===== config.mk =====
export PLATFORM = sky130hd
export DESIGN_NAME = io_core
export DESIGN_NICKNAME = d
export VERILOG_FILES = /design/src/common/harness_pkg.sv /design/src/io_core/io_side_picker.sv /design/src/io_core/io_combiner.sv /design/src/io_core/io_core.sv
export SDC_FILE = /design/constraint.sdc
export NUM_CORES = 1
export LEC_CHECK = 0
export BUFFER_PORTS_ARGS = -buffer_cell sky130_fd_sc_hd__buf_2
export CAP_MARGIN = 5
export CORE_AREA = 2 2 242 244
export CTS_BUF_LIST = sky130_fd_sc_hd__clkbuf_2
export DETAILED_ROUTE_END_ITERATION = 8
export DIE_AREA = 0 0 244 246
export PLACE_DENSITY = 0.7
export SLEW_MARGIN = 20
export SYNTH_ARGS = -nofsm -noshare
export SYNTH_HDL_FRONTEND = slang
export SYNTH_SLANG_ARGS = --single-unit

===== constraint.sdc =====
create_clock -name clock -period 3.5 [get_ports clock]
set_input_delay 0.7 -clock clock [delete_from_list [all_inputs] [get_ports clock]]
set_output_delay 0.7 -clock clock [all_outputs]
set_load 0.01 [all_outputs]

===== src/common/harness_pkg.sv =====
package harness_pkg;

    // ----------------------------------------------------------------------
    // Sizes

    localparam int word_width      = 36;
    localparam int port_count      = 4;
    localparam int port_idx_width  = 2;

    // Op select, then per side: read flags, write flags, four read words
    localparam int in_frame_width  = 2 + 2 * (port_count * 2 + port_count * word_width);

    // Write data of both sides, then four enable groups
    localparam int out_frame_width = 2 * port_count * word_width + 4 * port_count;

    // Input bit counter
    localparam int bit_count_width = $clog2(in_frame_width);
    localparam logic [bit_count_width-1:0] last_in_bit = bit_count_width'(in_frame_width - 1);

    // ----------------------------------------------------------------------
    // Operation select

    typedef enum logic [1:0] {
        op_add = 2'd0,
        op_sub = 2'd1,
        op_and = 2'd2,
        op_xor = 2'd3
    } alu_op_t;

    // ----------------------------------------------------------------------
    // Input frame

    typedef logic [word_width-1:0]     word_t;
    typedef logic [port_count-1:0]     port_flags_t;
    typedef logic [port_idx_width-1:0] port_idx_t;

    typedef struct packed {
        port_flags_t                read_ef;    // 1: port holds data
        port_flags_t                write_ef;   // 1: port is full
        word_t [port_count-1:0]     read_data;  // port 0 in lowest word
    } io_side_t;

    typedef struct packed {
        alu_op_t    op;
        io_side_t   side_a;
        io_side_t   side_b;
    } harness_in_t;

    // ----------------------------------------------------------------------
    // Picker result

    typedef struct packed {
        logic       rd_valid;
        port_idx_t  rd_port;
        word_t      operand;
        logic       wr_valid;
        port_idx_t  wr_port;
    } side_pick_t;

    // ----------------------------------------------------------------------
    // Output frame, first field goes out first

    typedef struct packed {
        word_t [port_count-1:0]     write_data_a;
        word_t [port_count-1:0]     write_data_b;
        port_flags_t                rden_a;
        port_flags_t                rden_b;
        port_flags_t                wren_a;
        port_flags_t                wren_b;
    } harness_out_t;

endpackage


===== src/io_core/io_side_picker.sv =====
`timescale 1ns/1ps

module io_side_picker (
    input  logic                   clock,
    input  logic                   arst_n,
    input  harness_pkg::io_side_t   side,
    input  logic                   frame_strobe,
    output harness_pkg::side_pick_t pick,
    output logic                   pick_strobe
);

    // Index of the lowest set flag, zero when none is set
    function automatic harness_pkg::port_idx_t lowest_set(
        input harness_pkg::port_flags_t flags
    );
        harness_pkg::port_idx_t idx;
        idx = '0;
        for (int i = harness_pkg::port_count - 1; i >= 0; i--) begin
            if (flags[i]) begin
                idx = harness_pkg::port_idx_t'(i);
            end
        end
        return idx;
    endfunction

    // ----------------------------------------------------------------------
    // Priority choice

    harness_pkg::port_flags_t write_free;
    harness_pkg::side_pick_t  pick_next;

    assign write_free = ~side.write_ef;

    always_comb begin
        pick_next.rd_valid = |side.read_ef;
        pick_next.rd_port  = lowest_set(side.read_ef);
        pick_next.operand  = side.read_data[pick_next.rd_port];
        pick_next.wr_valid = |write_free;
        pick_next.wr_port  = lowest_set(write_free);
    end

    // ----------------------------------------------------------------------
    // Register on frame strobe

    always_ff @(posedge clock or negedge arst_n) begin
        if (!arst_n) begin
            pick        <= '0;
            pick_strobe <= 1'b0;
        end else begin
            pick_strobe <= frame_strobe;
            if (frame_strobe) begin
                pick <= pick_next;
            end
        end
    end

endmodule


===== src/io_core/io_combiner.sv =====
`timescale 1ns/1ps

module io_combiner (
    input  logic                    clock,
    input  logic                    arst_n,
    input  harness_pkg::alu_op_t     op,
    input  harness_pkg::side_pick_t  pick_a,
    input  harness_pkg::side_pick_t  pick_b,
    input  logic                    pick_strobe,
    output harness_pkg::harness_out_t result,
    output logic                    result_strobe
);

    function automatic harness_pkg::word_t alu(
        input harness_pkg::alu_op_t sel,
        input harness_pkg::word_t   x,
        input harness_pkg::word_t   y
    );
        harness_pkg::word_t r;
        case (sel)
            harness_pkg::op_add: r = x + y;
            harness_pkg::op_sub: r = x - y;   // wraps at word width
            harness_pkg::op_and: r = x & y;
            harness_pkg::op_xor: r = x ^ y;
            default:             r = '0;
        endcase
        return r;
    endfunction

    function automatic harness_pkg::port_flags_t one_hot(
        input logic                   en,
        input harness_pkg::port_idx_t idx
    );
        harness_pkg::port_flags_t v;
        v = '0;
        v[idx] = en;
        return v;
    endfunction

    // ----------------------------------------------------------------------
    // Result frame

    logic                      run;
    harness_pkg::word_t        res_ab;
    harness_pkg::word_t        res_ba;
    harness_pkg::harness_out_t result_next;

    assign run    = pick_a.rd_valid & pick_b.rd_valid;
    assign res_ab = alu(op, pick_a.operand, pick_b.operand);
    assign res_ba = alu(op, pick_b.operand, pick_a.operand);

    always_comb begin
        result_next.rden_a = one_hot(pick_a.rd_valid, pick_a.rd_port);
        result_next.rden_b = one_hot(pick_b.rd_valid, pick_b.rd_port);
        result_next.wren_a = one_hot(run & pick_a.wr_valid, pick_a.wr_port);
        result_next.wren_b = one_hot(run & pick_b.wr_valid, pick_b.wr_port);
        // Only the enabled slot carries data
        for (int i = 0; i < harness_pkg::port_count; i++) begin
            result_next.write_data_a[i] = result_next.wren_a[i] ? res_ab : '0;
            result_next.write_data_b[i] = result_next.wren_b[i] ? res_ba : '0;
        end
    end

    always_ff @(posedge clock or negedge arst_n) begin
        if (!arst_n) begin
            result        <= '0;
            result_strobe <= 1'b0;
        end else begin
            result_strobe <= pick_strobe;
            if (pick_strobe) begin
                result <= result_next;
            end
        end
    end

endmodule


===== src/io_core/io_core.sv =====
`timescale 1ns/1ps

module io_core (
    input  logic                     clock,
    input  logic                     arst_n,
    input  harness_pkg::harness_in_t  frame,
    input  logic                     frame_strobe,
    output harness_pkg::harness_out_t result,
    output logic                     result_strobe
);

    harness_pkg::side_pick_t pick_a;
    harness_pkg::side_pick_t pick_b;
    logic                    pick_strobe;
    harness_pkg::alu_op_t    op_q;

    // Op follows the picks by one stage
    always_ff @(posedge clock or negedge arst_n) begin
        if (!arst_n) begin
            op_q <= harness_pkg::op_add;
        end else if (frame_strobe) begin
            op_q <= frame.op;
        end
    end

    // ----------------------------------------------------------------------
    // Both pickers pulse together, B's strobe is not needed

    io_side_picker side_a_picker (
        .clock        (clock),
        .arst_n       (arst_n),
        .side         (frame.side_a),
        .frame_strobe (frame_strobe),
        .pick         (pick_a),
        .pick_strobe  (pick_strobe)
    );

    io_side_picker side_b_picker (
        .clock        (clock),
        .arst_n       (arst_n),
        .side         (frame.side_b),
        .frame_strobe (frame_strobe),
        .pick         (pick_b),
        .pick_strobe  ()
    );

    io_combiner combiner (
        .clock         (clock),
        .arst_n        (arst_n),
        .op            (op_q),
        .pick_a        (pick_a),
        .pick_b        (pick_b),
        .pick_strobe   (pick_strobe),
        .result        (result),
        .result_strobe (result_strobe)
    );

endmodule


==> impl_summary.txt <==
----------------------------------------------------
[Outcome]
  Status ... completed

[Power]
  Net switching power figure ... roughly 7.0 mW
  Maximum vdd drop ... 0.000264 V
  Switching power as a share of total power ... between 40% and 50%
  Pwr Density ... slightly above 500 nW/um^2
  P_leak ... 15.5 nW
  Logic pwr share ... between 40 and 50%
  Relative contribution of sequential cells to total power ... 33.4%
  Clock network fraction of total power ... 19.6%
  Internal Dissipation ... approximately 9.3 mW

[STA]
  Final worst-path setup slack ... 0.0882 ns
  Shortest clock period the worst path allows after layout ... between 3 and 4 ns
  Max transition margin ... around 28%
  Final worst path period share ... 97.5%
  Count of final hold-check violations ... 0
  Final number of setup-violating endpoints ... 0
  Transition time at the pin with the least slew margin ... 1.07 ns
  RSZ-0062 raised after global routing ... true
  Fmax ... 293 MHz
  Setup Total Neg Slack ... 0 ns
  Final Slew Violations ... 0
  Worst clock skew on the final layout ... 0.0989 ns

[Logic synthesis]
  EDFF count, synth ... 0
  Synthesis Warnings ... 0
  Distinct cell type count of the synthesized netlist ... 85
  Share of synthesized area occupied by flip-flops and latches ... 41.5%
  Post-synthesis cell area ... 23,700 sq um
  Prevailing post-synth register cell ... sky130_fd_sc_hd__dfrtp_1
  Share of flip-flops with an asynchronous set or reset after synthesis ... 100%
  Post-synthesis average cell area ... 9.86 sq um
  Net Count, Synth ... 2,818
  Number of standard cells after synthesis ... 2,400
  Register bit count reported by yosys ... ~400

[Placement]
  Port Buffer Count ... 613
  Weighted congestion reported at the end of routability-driven placement ... 1.01
  DPL Wire Length ... 76,300 um
  Setup slack after placement ... -0.0526 ns
  Placed inst area ... 29,000 sq um

[Finish]
  Highest-count cells in the layout ignoring fill and taps ... sky130_fd_sc_hd__buf_2 (611), sky130_fd_sc_hd__dfrtp_1 (389), sky130_fd_sc_hd__o2bb2ai_1 (232)
  Layout Utilization ... 55.8%
  Layout overhead on the synthesized area ... 35.4%
  Commonest non-fill, non-tap cell in the layout ... sky130_fd_sc_hd__buf_2
  Final standard cell area without fillers ... 32,000 sq um
  Fin nets ... roughly 3,800
  Filler cell count ... 5,183
  Fraction of layout cells with a size suffix above 1 ... 34.2%

[Job]
  Maximum capacitance violations ... 0

[Worst setup path]
  Endpoint of the most critical register-to-register path ... combiner.result[262]$_DFFE_PN0P_
  CP Class ... reg -> reg
  Source of the worst register-to-register timing path ... side_a_picker.pick[3]$_DFFE_PN0P_
  Worst path max stage delay ... 0.42 ns
  Setup crit end kind ... register
  Critical-path cell with the highest stage delay ... sky130_fd_sc_hd__dfrtp_1
  Dominant delay contributor by cell family on the critical path ... compound AO/OA/AOI/OAI gates
  CP Data Arrival Time ... 4.45 ns
  Number of buffers and inverters on the critical path ... 2
  Register-to-Register Setup Slack ... 0.09 ns
  Critical path startpoint category ... register
  Critical Path RT ... 4.54 ns
  Number of cells traversed by the worst register-to-register path ... 13
  Maximum fanout along the worst path ... 4
  Cell Chain, Critical Path ... inv_2, ha_4, inv_2, fa_2, a21o_1, a221o_1, o211ai_1, a21oi_2, a211o_1, a2111oi_4, xnor2_1, a21boi_2, o2bb2ai_1
  Cell type with the highest occurrence count on the critical path ... sky130_fd_sc_hd__inv_2

[CTS]
  Number of H-tree branching levels ... 3
  Clock transition at the registers of the reported paths ... between 0.1 and 0.15 ns
  Clk Latency, worst-skew pair ... 1.20 ns
  Sink count of the clock tree ... between 300 and 400
  TritonCTS clock tree ... built
  Clk buf depth ... 3
  CTS Buf Count ... 98
  Root Buffer Master ... sky130_fd_sc_hd__clkbuf_2

[Floorplan]
  DIE AREA ... 60,000 sq um
  Initial core utilization ... 41.2%
  Placeable core area ... 57,400 sq um
  Horizontal extent of the die ... 244 um
  I/O pin count ... 614
  Row count ... between 80 and 90
  Die height ... approximately 250 um

[Routing]
  Initial detailed-routing violation count ... 2,309
  TritonRoute pass-1 iters ... 6
  Post-detailed-routing wire length ... 101,000 um
  Vias per cell ... about 5.9
  Number of DRC violations after detailed routing ... 0
  Wirelength per Cell ... between 20 and 25 um
  Count of antenna-violating nets left after detailed routing ... 0
  Via count ... approximately 25,000

[GRT]
  Number of antenna violations at the first check in global routing ... 4
  Largest net degree at the start of global routing ... 158
  Vias in the first global route ... 24,804
  Global-route wire length before repair ... 151,000 um
  GR Util All Layers ... about 33%
  Sum of overflow across all layers after global routing ... 0

[Min path]
  Hold WC Path Type ... in -> async

----------------------------------------------------
## synthesized netlist by cell type, drive strengths merged, types with 21 or more instances
cell type | instances | area share, %
o2bb2ai | 233 | 8.6
mux4 | 72 | 6.9
a211oi | 39 | 1.3
a21oi | 170 | 3.6
nand3 | 22 | 0.47
nand4 | 21 | 0.56
nor2 | 138 | 2.2
buf | 42 | 0.87
nor3 | 54 | 1.1
a22o | 28 | 1.0
inv | 123 | 2.0
ha | 106 | 5.6
a21o | 34 | 1.1
clkbuf | 134 | 2.1
nand2 | 220 | 3.5
o21a | 27 | 0.86
xnor2 | 23 | 0.85
o211ai | 22 | 0.70
o21ai | 168 | 3.6
dfrtp | 392 | 41
o221ai | 36 | 1.3
## logic make-up (layout without fill, tap and decap cells)
family / after synthesis / in the layout / synth area share [%]
XOR/XNOR: 28 / 28 / 1.04
flip-flops: 392 / 392 / 41.5
adder cells (fa/ha/maj): 109 / 109 / 5.86
AND/OR/NAND/NOR: 560 / 560 / 10.8
multiplexers: 98 / 98 / 7.99
other: 0 / 3 / 0
buffers and inverters: 300 / 1342 / 4.97
AO/OA/AOI/OAI: 913 / 913 / 27.9
## metrics by stage
stage                     power (mW)  instances  hold slack (ns)
after floorplan                 9.11       2400            0.404
after global placement          12.5       3842            0.459
after detailed placement        12.5       3842            0.468
after CTS                       16.0       4203           0.0952
after global routing            17.1       4209            0.144
final                           16.2       4210            0.181
## how the worst max path moves through the flow
| stage | startpoint | end | slack (ns) | cells after the start |
|---|---|---|---|---|
| 2_1_floorplan | side_b_picker.pick[3]$_DFFE_PN0P_ | combiner.result[112]$_DFFE_PN0P_ | 0.49 | 12 |
| 3_3_place_gp | side_b_picker.pick[18]$_DFFE_PN0P_ | combiner.result[217]$_DFFE_PN0P_ | -0.05 | 15 |
| 3_5_place_dp | side_b_picker.pick[18]$_DFFE_PN0P_ | combiner.result[217]$_DFFE_PN0P_ | -0.05 | 15 |
| 4_1_cts | side_b_picker.pick[7]$_DFFE_PN0P_ | combiner.result[255]$_DFFE_PN0P_ | 0.001 | 14 |
| 5_1_grt | side_a_picker.pick[3]$_DFFE_PN0P_ | combiner.result[262]$_DFFE_PN0P_ | -0.06 | 13 |
| 6_report | side_a_picker.pick[3]$_DFFE_PN0P_ | combiner.result[262]$_DFFE_PN0P_ | 0.09 | 13 |
## layer usage
layer,track usage [%],up-vias,part of all wire [%]
met5,0,-,0.023
met4,12.9,4,3.8
met3,5.33,195,8.2
met2,52.4,1269,46
met1,44.6,12395,42
li1,-,11010,-
## power groups by stage
stage,combinational (mW),sequential (mW),clock [mW]
floorplan,3.50,5.61,0
global placement,6.98,5.47,0
detailed placement,7.05,5.50,0
CTS,7.32,5.42,3.26
global route,8.10,5.48,3.52
finish,7.63,5.42,3.18
## state kept, by name (all words and copies together) (netlist names)
signal	count
combiner.result_strobe	1
side_a_picker.pick_strobe	1
op_q	2
side_a_picker.pick	42
combiner.result	304
side_b_picker.pick	42
## layout make-up
type	instances	area, sq um	area share (%)
Inverter	124	473	1.48
Clock inverter	43	221	0.692
Clock buffer	138	691	2.16
Sequential cell	392	9820	30.7
Antenna cell	3	7.51	0.0234
Tap cell	765	957	2.99
Timing Repair Buffer	1037	6900	21.5
Multi-Input combinational cell	1708	13000	40.5
## repair_timing
action / CTS / global route
endpoints found under the hold margin: 186 / 0
hold buffers: 178 / 0
setup endpoints to repair: 18 / 141
buffers inserted: 2 / 4
cloned: 0 / 0
pin swaps: 2 / 10
gates resized for setup: 3 / 56
## worst reg2reg max path: cells and delay by family (launching register included)
family,cells,cell delay [ns]
fa+ha+maj,2,0.49
xor+xnor,1,0.12
buf+inv,2,0.14
compound gates,8,2.16
flops,1,0.42
(Power assumes the default switching activity.)
